[src/hdl/rtsPkg.sv]
package rtsPkg;

  ////////////////////////////////////////
  // Frame format constants
  ////////////////////////////////////////

  // Byte count of RA and TA
  localparam logic [2:0] addrByteCnt     = 3'd6;
  // Byte count of Duration
  localparam logic [2:0] durationByteCnt = 3'd2;

  // Frame Control codes for RTS
  localparam logic [1:0] ctrlFrameType   = 2'b01;
  localparam logic [3:0] rtsSubtype      = 4'b1011;
  localparam logic [1:0] protocolVersion = 2'b00;

  ////////////////////////////////////////
  // Shared types
  ////////////////////////////////////////

  // Field currently handed to the FCS engine
  typedef enum logic [3:0] {
    fieldNone     = 4'd0,
    fieldFc1      = 4'd1,
    fieldFc2      = 4'd2,
    fieldDuration = 4'd3,
    fieldRa       = 4'd4,
    fieldTa       = 4'd5,
    fieldFcs      = 4'd6
  } rtsFieldE;

  // Field and byte index inside that field
  typedef struct packed {
    rtsFieldE   field;
    logic [2:0] byteIdx;
  } rtsFieldPosT;

  // Per-frame values from the MAC controller
  typedef struct packed {
    logic [47:0] destAddr;
    logic [47:0] srcAddr;
    logic [15:0] duration;
    logic        bwSignaling;
    logic        pwrMgt;
  } rtsFrameParamT;

  // Frame Control word, seen as fields or as two bytes
  typedef union packed {
    struct packed {
      logic       order;
      logic       protectedFrame;
      logic       moreData;
      logic       pwrMgt;
      logic       retry;
      logic       moreFrag;
      logic       fromDs;
      logic       toDs;
      logic [3:0] subtype;
      logic [1:0] frameType;
      logic [1:0] protoVer;
    } fields;
    // bytes[0] goes out first
    logic [1:0][7:0] bytes;
  } rtsFrameCtrlU;

endpackage
[src/hdl/rtsFormatter.sv]
`timescale 1ns/1ps

module rtsFormatter (
  // Clock and resets
  input  logic        macCoreTxClk,
  input  logic        macCoreClkHardRst_n,
  input  logic        macCoreTxClkSoftRst_n,

  // MAC controller
  input  logic [47:0] destAddr,
  input  logic [47:0] srcAddr,
  input  logic [15:0] duration,
  input  logic        txBWSignaling,
  input  logic        pwrMgt,
  input  logic        sendRTS_p,
  input  logic        sendOnPIFS,
  input  logic        sendOnSIFS,
  output logic        rtsDone_p,
  // MAC-PHY start
  output logic        rtsTxStart_p,

  // Timers
  input  logic        tickSIFS,
  input  logic        tickPIFS_p,
  input  logic        tickSlot_p,

  // FCS engine
  input  logic        fcsBusy,
  input  logic        fcsEnd_p,
  output logic        rtsFCSEnable,
  output logic        rtsFCSStart_p,
  output logic        rtsFCSShiftTx,
  output logic [7:0]  rtsFCSDInTx,
  output logic        rtsFCSDInValidTx
);

  import rtsPkg::*;

  // Trigger to sequencer
  logic          armed;
  // Sequencer back to trigger
  logic          seqActive;
  // Sequencer to byte mux
  rtsFieldPosT   fieldPos;
  // Frame values bundled for the mux
  rtsFrameParamT frameParam;

  assign frameParam = '{
    destAddr:    destAddr,
    srcAddr:     srcAddr,
    duration:    duration,
    bwSignaling: txBWSignaling,
    pwrMgt:      pwrMgt
  };

  ////////////////////////////////////////
  // Input side
  ////////////////////////////////////////

  rtsIfsTrigger u_ifsTrigger (
    .macCoreTxClk          (macCoreTxClk),
    .macCoreClkHardRst_n   (macCoreClkHardRst_n),
    .macCoreTxClkSoftRst_n (macCoreTxClkSoftRst_n),
    .sendRTS_p             (sendRTS_p),
    .sendOnPIFS            (sendOnPIFS),
    .sendOnSIFS            (sendOnSIFS),
    .tickSIFS              (tickSIFS),
    .tickPIFS_p            (tickPIFS_p),
    .tickSlot_p            (tickSlot_p),
    .seqActive             (seqActive),
    .armed                 (armed),
    .txStart               (rtsTxStart_p)
  );

  // Field sequencing and FCS control
  rtsFieldSequencer u_fieldSequencer (
    .macCoreTxClk          (macCoreTxClk),
    .macCoreClkHardRst_n   (macCoreClkHardRst_n),
    .macCoreTxClkSoftRst_n (macCoreTxClkSoftRst_n),
    .txStart               (rtsTxStart_p),
    .armed                 (armed),
    .fcsBusy               (fcsBusy),
    .fcsEnd_p              (fcsEnd_p),
    .fieldPos              (fieldPos),
    .seqActive             (seqActive),
    .rtsFCSStart_p         (rtsFCSStart_p),
    .rtsFCSShiftTx         (rtsFCSShiftTx),
    .rtsFCSDInValidTx      (rtsFCSDInValidTx),
    .rtsFCSEnable          (rtsFCSEnable),
    .rtsDone_p             (rtsDone_p)
  );

  // Output side
  rtsByteMux u_byteMux (
    .fieldPos    (fieldPos),
    .frameParam  (frameParam),
    .rtsFCSDInTx (rtsFCSDInTx)
  );

endmodule

[src/hdl/rtsByteMux.sv]
`timescale 1ns/1ps

module rtsByteMux (
  // Current field and byte index
  input  rtsPkg::rtsFieldPosT   fieldPos,
  // Values of the frame being sent
  input  rtsPkg::rtsFrameParamT frameParam,
  // Byte to the FCS engine
  output logic [7:0]            rtsFCSDInTx
);

  import rtsPkg::*;

  // Frame Control word for this frame
  rtsFrameCtrlU frameCtrl;
  // First TA byte, bandwidth bit applied
  logic [7:0]   taFirstByte;

  ////////////////////////////////////////
  // Address byte select
  ////////////////////////////////////////

  // Byte 0 is the low byte, sent first
  function automatic logic [7:0] addrByte(input logic [47:0] addr, input logic [2:0] idx);
    logic [7:0] sel;
    case (idx)
      3'd0:    sel = addr[7:0];
      3'd1:    sel = addr[15:8];
      3'd2:    sel = addr[23:16];
      3'd3:    sel = addr[31:24];
      3'd4:    sel = addr[39:32];
      3'd5:    sel = addr[47:40];
      // Beyond the address length
      default: sel = 8'd0;
    endcase
    return sel;
  endfunction

  ////////////////////////////////////////
  // Frame Control build
  ////////////////////////////////////////

  always_comb
  begin
    frameCtrl.fields.protoVer       = protocolVersion;
    frameCtrl.fields.frameType      = ctrlFrameType;
    frameCtrl.fields.subtype        = rtsSubtype;
    // No distribution system bits in a control frame
    frameCtrl.fields.toDs           = 1'b0;
    frameCtrl.fields.fromDs         = 1'b0;
    frameCtrl.fields.moreFrag       = 1'b0;
    frameCtrl.fields.retry          = 1'b0;
    // Only flag that can be set
    frameCtrl.fields.pwrMgt         = frameParam.pwrMgt;
    frameCtrl.fields.moreData       = 1'b0;
    frameCtrl.fields.protectedFrame = 1'b0;
    frameCtrl.fields.order          = 1'b0;
  end

  // Bandwidth signaling rides on the individual/group bit of TA
  assign taFirstByte = {frameParam.srcAddr[7:1], frameParam.srcAddr[0] | frameParam.bwSignaling};

  ////////////////////////////////////////
  // Output byte select
  ////////////////////////////////////////

  always_comb
  begin
    case (fieldPos.field)
      fieldFc1:
        rtsFCSDInTx = frameCtrl.bytes[0];
      fieldFc2:
        rtsFCSDInTx = frameCtrl.bytes[1];
      // Duration low byte first
      fieldDuration:
        rtsFCSDInTx = fieldPos.byteIdx[0] ? frameParam.duration[15:8] :
                                            frameParam.duration[7:0];
      fieldRa:
        rtsFCSDInTx = addrByte(frameParam.destAddr, fieldPos.byteIdx);
      fieldTa:
        if (fieldPos.byteIdx == 3'd0)
          rtsFCSDInTx = taFirstByte;
        else
          rtsFCSDInTx = addrByte(frameParam.srcAddr, fieldPos.byteIdx);
      // No data outside the header fields
      default:
        rtsFCSDInTx = 8'd0;
    endcase
  end

endmodule

[src/hdl/rtsFieldSequencer.sv]
`timescale 1ns/1ps

module rtsFieldSequencer (
  // Clock and resets
  input  logic               macCoreTxClk,
  input  logic               macCoreClkHardRst_n,
  input  logic               macCoreTxClkSoftRst_n,

  // From the interframe trigger
  input  logic               txStart,
  input  logic               armed,

  // From the FCS engine
  input  logic               fcsBusy,
  input  logic               fcsEnd_p,

  // Position for the byte mux
  output rtsPkg::rtsFieldPosT fieldPos,
  // Frame in progress, back to the trigger
  output logic               seqActive,

  // FCS engine control
  output logic               rtsFCSStart_p,
  output logic               rtsFCSShiftTx,
  output logic               rtsFCSDInValidTx,
  output logic               rtsFCSEnable,

  // End of frame to the MAC controller
  output logic               rtsDone_p
);

  import rtsPkg::*;

  // Sequencer states
  typedef enum logic [2:0] {
    seqIdle     = 3'd0,
    seqStart    = 3'd1,
    seqFc1      = 3'd2,
    seqFc2      = 3'd3,
    seqDuration = 3'd4,
    seqRa       = 3'd5,
    seqTa       = 3'd6,
    seqFcs      = 3'd7
  } seqStateT;

  seqStateT   stateCs;
  seqStateT   stateNs;
  // Byte index within a multi-byte field
  logic [2:0] byteCnt;
  // Length of the current multi-byte field
  logic [2:0] nBytes;
  logic       multiField;
  logic       dataField;
  // Last byte of a multi-byte field goes out
  logic       countDone;

  ////////////////////////////////////////
  // State machine
  ////////////////////////////////////////

  always_ff @(posedge macCoreTxClk or negedge macCoreClkHardRst_n)
  begin
    if (!macCoreClkHardRst_n)
      stateCs <= seqIdle;
    else if (!macCoreTxClkSoftRst_n)
      stateCs <= seqIdle;
    else
      stateCs <= stateNs;
  end

  // Every data step waits for the FCS engine to be free
  always_comb
  begin
    stateNs = stateCs;
    case (stateCs)
      seqIdle:
        if (txStart)
          stateNs = seqStart;
      // One cycle for the FCS start pulse
      seqStart:
        stateNs = seqFc1;
      seqFc1:
        if (!fcsBusy)
          stateNs = seqFc2;
      seqFc2:
        if (!fcsBusy)
          stateNs = seqDuration;
      seqDuration:
        if (countDone)
          stateNs = seqRa;
      seqRa:
        if (countDone)
          stateNs = seqTa;
      seqTa:
        if (countDone)
          stateNs = seqFcs;
      // Checksum shifted out by the engine
      seqFcs:
        if (fcsEnd_p)
          stateNs = seqIdle;
      default:
        stateNs = seqIdle;
    endcase
  end

  ////////////////////////////////////////
  // Byte counter
  ////////////////////////////////////////

  // Field length from the frame format
  always_comb
  begin
    case (stateCs)
      seqDuration: nBytes = durationByteCnt;
      seqRa:       nBytes = addrByteCnt;
      seqTa:       nBytes = addrByteCnt;
      default:     nBytes = 3'd0;
    endcase
  end

  assign multiField = (stateCs == seqDuration) || (stateCs == seqRa) || (stateCs == seqTa);
  assign dataField  = multiField || (stateCs == seqFc1) || (stateCs == seqFc2);
  assign countDone  = multiField && !fcsBusy && (byteCnt == nBytes - 3'd1);

  always_ff @(posedge macCoreTxClk or negedge macCoreClkHardRst_n)
  begin
    if (!macCoreClkHardRst_n)
      byteCnt <= 3'd0;
    else if (!macCoreTxClkSoftRst_n)
      byteCnt <= 3'd0;
    else if (countDone)
      // Next field starts at its first byte
      byteCnt <= 3'd0;
    else if (multiField && !fcsBusy)
      byteCnt <= byteCnt + 3'd1;
  end

  ////////////////////////////////////////
  // Field position
  ////////////////////////////////////////

  always_comb
  begin
    fieldPos.byteIdx = byteCnt;
    case (stateCs)
      seqFc1:      fieldPos.field = fieldFc1;
      seqFc2:      fieldPos.field = fieldFc2;
      seqDuration: fieldPos.field = fieldDuration;
      seqRa:       fieldPos.field = fieldRa;
      seqTa:       fieldPos.field = fieldTa;
      seqFcs:      fieldPos.field = fieldFcs;
      default:     fieldPos.field = fieldNone;
    endcase
  end

  ////////////////////////////////////////
  // FCS control and done
  ////////////////////////////////////////

  assign seqActive        = (stateCs != seqIdle);
  assign rtsFCSStart_p    = (stateCs == seqStart);
  // Byte transfers only when the engine accepts it
  assign rtsFCSDInValidTx = dataField && !fcsBusy;
  // From the last TA transfer up to the end pulse
  assign rtsFCSShiftTx    = (stateNs == seqFcs);
  // Engine kept on while waiting for the tick too
  assign rtsFCSEnable     = armed || seqActive;

  always_ff @(posedge macCoreTxClk or negedge macCoreClkHardRst_n)
  begin
    if (!macCoreClkHardRst_n)
      rtsDone_p <= 1'b0;
    else if (!macCoreTxClkSoftRst_n)
      rtsDone_p <= 1'b0;
    else
      rtsDone_p <= (stateCs == seqFcs) && fcsEnd_p;
  end

endmodule

[src/hdl/rtsIfsTrigger.sv]
`timescale 1ns/1ps

module rtsIfsTrigger (
  // Clock and resets
  input  logic macCoreTxClk,
  input  logic macCoreClkHardRst_n,
  input  logic macCoreTxClkSoftRst_n,

  // Request from the MAC controller
  input  logic sendRTS_p,
  input  logic sendOnPIFS,
  input  logic sendOnSIFS,

  // Interframe ticks from the timers
  input  logic tickSIFS,
  input  logic tickPIFS_p,
  input  logic tickSlot_p,

  // Sequencer busy with a frame
  input  logic seqActive,

  // Waiting for the interframe tick
  output logic armed,
  // Transmission start, also the MAC-PHY start pulse
  output logic txStart
);

  ////////////////////////////////////////
  // Request and tick selection
  ////////////////////////////////////////

  // Tick picked by the send mode
  logic tickSel;
  // Request taken only when idle
  logic sendAccept;

  // Idle means neither armed nor sending
  assign sendAccept = sendRTS_p && !armed && !seqActive;

  // PIFS first, then SIFS, else slot boundary
  always_comb
  begin
    if (sendOnPIFS)
      tickSel = tickPIFS_p;
    else if (sendOnSIFS)
      tickSel = tickSIFS;
    else
      tickSel = tickSlot_p;
  end

  // Fires in the same cycle as the selected tick
  assign txStart = armed && tickSel;

  ////////////////////////////////////////
  // Armed flag
  ////////////////////////////////////////

  always_ff @(posedge macCoreTxClk or negedge macCoreClkHardRst_n)
  begin
    if (!macCoreClkHardRst_n)
      armed <= 1'b0;
    else if (!macCoreTxClkSoftRst_n)
      armed <= 1'b0;
    else if (txStart)
      // Sequencer takes over from the next cycle
      armed <= 1'b0;
    else if (sendAccept)
      armed <= 1'b1;
  end

endmodule

[config.mk]
export PLATFORM = sky130hd
export DESIGN_NAME = rtsFormatter
export DESIGN_NICKNAME = d
export VERILOG_FILES = /design/src/hdl/rtsPkg.sv /design/src/hdl/rtsFormatter.sv /design/src/hdl/rtsByteMux.sv /design/src/hdl/rtsFieldSequencer.sv /design/src/hdl/rtsIfsTrigger.sv
export SDC_FILE = /design/constraint.sdc
export NUM_CORES = 1
export LEC_CHECK = 0
export BUFFER_PORTS_ARGS = -buffer_cell sky130_fd_sc_hd__buf_4
export CAP_MARGIN = 5
export CORE_AREA = 8 8 73 75
export CTS_CLUSTER_SIZE = 30
export DETAILED_ROUTE_END_ITERATION = 10
export DIE_AREA = 0 0 81 83
export HOLD_SLACK_MARGIN = 0.15
export PLACE_DENSITY = 0.8
export SKIP_CTS_REPAIR_TIMING = 1
export SYNTH_ARGS = -nofsm -noshare
export SYNTH_HDL_FRONTEND = slang
export SYNTH_SLANG_ARGS = --single-unit
[constraint.sdc]
create_clock -name macCoreTxClk -period 3.05 [get_ports macCoreTxClk]
set_input_delay 0.61 -clock macCoreTxClk [delete_from_list [all_inputs] [get_ports macCoreTxClk]]
set_output_delay 0.61 -clock macCoreTxClk [all_outputs]
set_load 0.02 [all_outputs]
After elaboration in Yosys (flattened, before gate mapping). Cells that the tools add are included.

Bits of input ports: 125. Register bits after elaboration: 8. Word-level logic and storage cells: 72.

Reductions and logical operators: 19. Add/sub/neg operators: 2. Mux-type cells: 25. Equal/unequal tests: 21. Bitwise logic cells: 1.

Operators with widths (count): 8-bit one-hot mux with 5 select lines (2); 8-bit one-hot mux with 6 select lines (1); 3-bit 2-to-1 mux (11); 3-bit == test, second input constant (9); 3-bit one-hot mux with 8 select lines (1); 3-bit by 2-bit == test with 1-bit output, second input constant (6); 3-bit one-hot mux with 6 select lines (1); 8-bit 2-to-1 mux (2); 3-bit by 1-bit == test with 1-bit output, second input constant (3); 1-bit logical AND (7); 3-bit logical NOT (2); 1-bit 2-to-1 mux (6); 3-bit by 1-bit != test with 1-bit output, second input constant (2); 3-bit one-hot mux with 2 select lines (1); 1-bit logical OR (5); 3-bit by 1-bit adder with 3-bit output, second input constant (1); 3-bit == test (1); 1-bit logical NOT (3); 3-bit nonzero test (1); 3-bit by 1-bit subtractor with 3-bit output, second input constant (1); 2-bit OR reduction (1); 1-bit bitwise OR (1).

Depth between registers and ports, before layout.
Depth after elaboration: 9. Gate-level depth with buffers: 8.

Cells and area by module. From an unflattened synthesis, not the netlist that was laid out.

Cells, all modules: 193. Area total of the unflattened synthesis: 1714.1 um2.

By module, submodules not included: rtsByteMux (cells an instance 123, area an instance 1074.8 um2, times used 1, seq. area each 0.0 um2); rtsFieldSequencer (cells an instance 62, area an instance 550.5 um2, times used 1, seq. area each 175.2 um2); rtsIfsTrigger (cells an instance 8, area an instance 88.8 um2, times used 1, seq. area each 25.0 um2).

Worst setup path after synthesis. Ideal clock, no wire load.

Path kind: register -> output. Start point: register u_fieldSequencer.byteCnt[2]. End point: output port rtsFCSDInTx[4]. Buffers on the path: 3. Required time: 2.440 ns. Arrival time: 1.904 ns. Slack: 0.536 ns. Stages on the path, launching flop included: 8. Path through: dfrtp_1 inv_1 buf_2 ha_1 clkbuf_1 clkbuf_1 a221oi_1 o211ai_1.

Word-level cells in the longest chain between the ends: 4. Elaborated cells on any way between the ends: 10. Those cells by class: 5 x eq/ne; 4 x mux; 1 x reduce/logical.

RTL lines: from (decl) (line rtsFieldSequencer.sv:49) `logic [2:0] byteCnt;`; from (signal assigned) (line rtsFieldSequencer.sv:135) `byteCnt <= byteCnt + 3'd1;`; 3-bit == test, or another cell as far along (line rtsByteMux.sv:26) `case (idx)`; 8-bit one-hot mux with 5 select lines (line rtsByteMux.sv:26); 8-bit 2-to-1 mux (line rtsByteMux.sv:81) `if (fieldPos.byteIdx == 3'd0)`; 8-bit one-hot mux with 5 select lines (*) (line rtsByteMux.sv:69) `case (fieldPos.field)`; to (decl) (line rtsFormatter.sv:33) `output logic [7:0] rtsFCSDInTx,`.

Every way passes the cells marked *; elsewhere a longest branch is shown, timed or not.

Worst setup path in the final report.
Start point: register u_fieldSequencer.byteCnt[1]. End point: output port rtsFCSDInTx[1].

Same word-level chain as after synthesis.

==> results_tabular.tex <==
\begin{tabular}{lr}
\hline
Metric & Value \\
\hline
\multicolumn{2}{l}{\textbf{Drt}} \\
\quad First-iteration detailed-routing DRC count & between 100 and 150 \\
\quad Routed wire per std cell & about 19 um \\
\quad First-pass DRT Iterations & 4 \\
\quad Via count & 2,229 \\
\quad Final WL & roughly 7500 um \\
\quad Number of design rule violations left after detail routing & 0 \\
\quad Vias per Instance & between 5 and 6 \\
\quad Antenna Violating Nets Remaining & 0 \\
\multicolumn{2}{l}{\textbf{CTS}} \\
\quad Bufs on Longest Clock Path & 2 \\
\quad Clock-pin slew of the registers on the worst-case setup and hold paths & 0.05 ns \\
\quad Number of buffers added by the clock tree synthesis step & 3 \\
\quad Clock tree from TritonCTS & built \\
\quad Number of sinks on the clock net & 8 \\
\quad Root buffer cell & sky130\_fd\_sc\_hd\_\_clkbuf\_8 \\
\quad H-tree depth reported by CTS & 1 \\
\quad Clock latency on the worst-skew pair & roughly 0.24 ns \\
\multicolumn{2}{l}{\textbf{Status}} \\
\quad Status & finished, final reports clean \\
\multicolumn{2}{l}{\textbf{Logic synthesis}} \\
\quad Flop and latch count out of synthesis & 8 \\
\quad Number of enable flip-flop cells after synthesis & 0 \\
\quad Most used flip-flop cell after synthesis & sky130\_fd\_sc\_hd\_\_dfrtp\_1 \\
\quad Number of unique standard cell types used by synthesis & 47 \\
\quad Mapped cell area & between 1500 and 2000 sq um \\
\quad Ys Warns & 0 \\
\quad Async set or reset register ratio after synthesis & 1.00 \\
\quad Share of the yosys chip area belonging to registers & 0.131 \\
\quad Number of nets produced by synthesis & approximately 330 \\
\quad Fraction of post-synthesis cell area in the top cell type by area & 0.131 \\
\quad Synthesized area divided by synthesized cell count & 7.51 sq um \\
\quad Post-synthesis instance total & between 200 and 250 \\
\quad Largest cells by area after synthesis & sky130\_fd\_sc\_hd\_\_dfrtp\_1, sky130\_fd\_sc\_hd\_\_mux2\_2, sky130\_fd\_sc\_hd\_\_a221oi\_1 \\
\quad Cell taking the most area after synthesis & sky130\_fd\_sc\_hd\_\_dfrtp\_1 \\
\multicolumn{2}{l}{\textbf{Place}} \\
\quad Placement Cell Area & 2590 sq um \\
\quad Final Wtd Congestion & 0.857 \\
\quad Buffers added on ports & 138 \\
\quad Detail Placement HPWL & 6100 um \\
\quad Cell count after placement & roughly 380 \\
\multicolumn{2}{l}{\textbf{Pwr}} \\
\quad Max rail drop VDD & 312 uV \\
\quad Internal power summed over all cells & 0.454 mW \\
\quad Portion of total power attributed to sequential cells & 0.205 \\
\quad Power per cell area & between 200 and 300 nW/um\^{}2 \\
\quad Switching share of power & 0.404 \\
\quad Sw Pwr & 0.308 mW \\
\quad Combinational cell fraction of total power & 0.609 \\
\quad Leakage & 1.28 nW \\
\quad Proportion of power drawn by the clock network & 0.186 \\
\multicolumn{2}{l}{\textbf{Timing}} \\
\quad \# setup viols final & 0 \\
\quad Fmax achieved & 353 MHz \\
\quad Relative max-transition margin & 0.677 \\
\quad Fin crit period & 2.84 ns \\
\quad Final Cycle Share & 0.930 \\
\quad Setup TNS Final & 0 ns \\
\quad Unrepaired setup endpoints after global routing & false \\
\quad Worst clock skew & approximately 0.0014 ns \\
\quad Slew of the pin with the lowest slew margin & 0.484 ns \\
\quad Final hold violation count & 0 \\
\quad Slew Limit Fails & 0 \\
\multicolumn{2}{l}{\textbf{Finish}} \\
\quad Final non-filler cell total & $\sim$390 \\
\quad Post-route design area & around 2600 sq um \\
\quad Share of post-route cells with drive strength above 1 & 0.515 \\
\quad Diode count & 0 \\
\quad Final-layout fill cell count & 389 \\
\quad Number of nets in the layout & roughly 470 \\
\quad Post-synthesis to final-layout area growth & 72.6\% \\
\quad Final core utilization & 0.629 \\
\multicolumn{2}{l}{\textbf{Critical path}} \\
\quad Critical Path Start & u\_fieldSequencer.byteCnt[1] \\
\quad CP Launch Type & register \\
\quad Crit Path Class & register to output port \\
\quad Crit Reg-Reg Startpoint & u\_fieldSequencer.byteCnt[0] \\
\quad Critical Path AT & approximately 2.2 ns \\
\quad Endpoint type of the worst setup path & output port \\
\quad Required time of the worst setup path & 2.44 ns \\
\quad Maximum fanout encountered on the critical timing path & 14 \\
\multicolumn{2}{l}{\textbf{Floorplan}} \\
\quad Core region area & approximately 4200 sq um \\
\quad Starting Density & 0.365 \\
\quad Site Rows & 24 \\
\quad Ports & roughly 140 \\
\quad Vertical die dimension & roughly 83 um \\
\quad Die span in x & around 81 um \\
\quad Total Die Area & 6720 sq um \\
\multicolumn{2}{l}{\textbf{Global routing}} \\
\quad Remaining global-route overflow & 0 \\
\quad GRT Util Overall & 0.209 \\
\quad Global-route wire length before repair & approximately 12,000 um \\
\quad Antenna violations before repair & 0 \\
\quad Number of global-route vias before repair & between 2k and 2.5k \\
\quad Pin count of the biggest net entering global routing & 23 \\
\multicolumn{2}{l}{\textbf{Run}} \\
\quad Max-capacitance violation count & 0 \\
\multicolumn{2}{l}{\textbf{Worst hold path}} \\
\quad Hold/Removal Path Class & primary input to asynchronous set/reset pin \\
\hline
\end{tabular}
[critical path, cell delays in order, from the launching register on]
cell and delay [ns]:
sky130_fd_sc_hd__dfrtp_1 0.43, sky130_fd_sc_hd__inv_1 0.09, sky130_fd_sc_hd__ha_2 0.27, sky130_fd_sc_hd__buf_4 0.22, sky130_fd_sc_hd__a222oi_1 0.32, sky130_fd_sc_hd__nand2_1 0.13
sky130_fd_sc_hd__a221oi_2 0.25, sky130_fd_sc_hd__o22ai_1 0.10, sky130_fd_sc_hd__buf_4 0.17
[state kept, by name (all words and copies together), names as in the netlist]
name / cells
u_fieldSequencer.stateCs: 3
u_ifsTrigger.armed: 1
u_fieldSequencer.byteCnt: 3
u_fieldSequencer.rtsDone_p: 1
[power groups by stage]
| stage | sequential (mW) | clock (mW) | combinational (mW) |
|---|---|---|---|
| floorplan | 0.133 | 0 | 0.252 |
| detailed placement | 0.155 | 0 | 0.463 |
| CTS | 0.154 | 0.141 | 0.465 |
| global placement | 0.156 | 0 | 0.456 |
| global route | 0.159 | 0.147 | 0.505 |
| finish | 0.156 | 0.142 | 0.464 |
[synth_stat cells (3+ instances only)]
| cell type | number |
|---|---|
| sky130_fd_sc_hd__o21ai_0 | 15 |
| sky130_fd_sc_hd__a22oi_1 | 5 |
| sky130_fd_sc_hd__nand2b_1 | 3 |
| sky130_fd_sc_hd__a21oi_1 | 10 |
| sky130_fd_sc_hd__nor2_1 | 11 |
| sky130_fd_sc_hd__a222oi_1 | 4 |
| sky130_fd_sc_hd__mux2_2 | 13 |
| sky130_fd_sc_hd__a221oi_1 | 15 |
| sky130_fd_sc_hd__a221oi_2 | 3 |
| sky130_fd_sc_hd__nor2b_1 | 6 |
| sky130_fd_sc_hd__a221o_1 | 5 |
| sky130_fd_sc_hd__nand3_1 | 4 |
| sky130_fd_sc_hd__inv_1 | 5 |
| sky130_fd_sc_hd__dfrtp_1 | 8 |
| sky130_fd_sc_hd__and2_1 | 3 |
| sky130_fd_sc_hd__ha_1 | 5 |
| sky130_fd_sc_hd__a211oi_1 | 3 |
| sky130_fd_sc_hd__o22ai_1 | 5 |
| sky130_fd_sc_hd__nand2_1 | 28 |
| sky130_fd_sc_hd__buf_2 | 11 |
| sky130_fd_sc_hd__clkbuf_1 | 6 |
[kinds of logic (layout without fill, tap and decap cells)]
logic type	after synthesis	count (layout)	synth area share
compound gates	85	85	0.427
xor+xnor	2	2	0.0114
fa+ha+maj	5	5	0.0408
buf+inv	26	156	0.0873
flops	8	8	0.131
mux	15	15	0.109
simple gates	63	63	0.194
[per-stage QoR]
stage          total power, mW  setup slack, ns  hold WS, ns
6_report                 0.761            0.215        0.182
5_1_grt                  0.811           0.0251        0.189
4_1_cts                  0.760           0.0384        0.184
3_5_place_dp             0.618            0.301        0.443
3_3_place_gp             0.611            0.406        0.438
2_1_floorplan            0.385            0.536        0.314
[cells in the final DEF (no fill, tap or decap), drive strengths merged, types with 3 or more instances in the layout]
master	n
inv	5
and2	3
buf	148
nand2	28
a22oi	5
nor2	12
a21oi	10
nand3	4
a211oi	3
dfrtp	8
a221oi	18
o21ai	15
a221o	5
o22ai	5
a222oi	4
ha	5
nand2b	3
mux2	13
nor2b	6
clkbuf	3
[per-layer routing]
layer	vias up	routed length, um	global-route usage
met2	101	3720	0.361
met1	1051	3020	0.247
met5	-	0	0
met3	11	606	0.0453
met4	0	146	0.0618
li1	1066	-	-
[path summary, 6_finish.rpt]
path                                               endpoint  slack (ns)  depth (start not counted)
worst max-delay path                         rtsFCSDInTx[1]        0.21                          8
worst min-delay path                     u_ifsTrigger.armed        0.18                          1
worst min register to register           u_ifsTrigger.armed        0.57                          2
max in group asynchronous       u_fieldSequencer.byteCnt[1]        2.73                          1
min in group macCoreTxClk                u_ifsTrigger.armed        0.57                          2
worst max register to register  u_fieldSequencer.byteCnt[1]        1.26                          4
[final cells by class]
type	count	area (sq um)	area share
Timing Repair Buffer	148	1110	0.420
Tap cell	52	65.1	0.0246
Inverter	5	18.8	0.00710
Clock buffer	3	41.3	0.0156
Sequential cell	8	200	0.0757
Multi-Input combinational cell	170	1210	0.457
No activity file was read; power rests on OpenSTA's default activity.
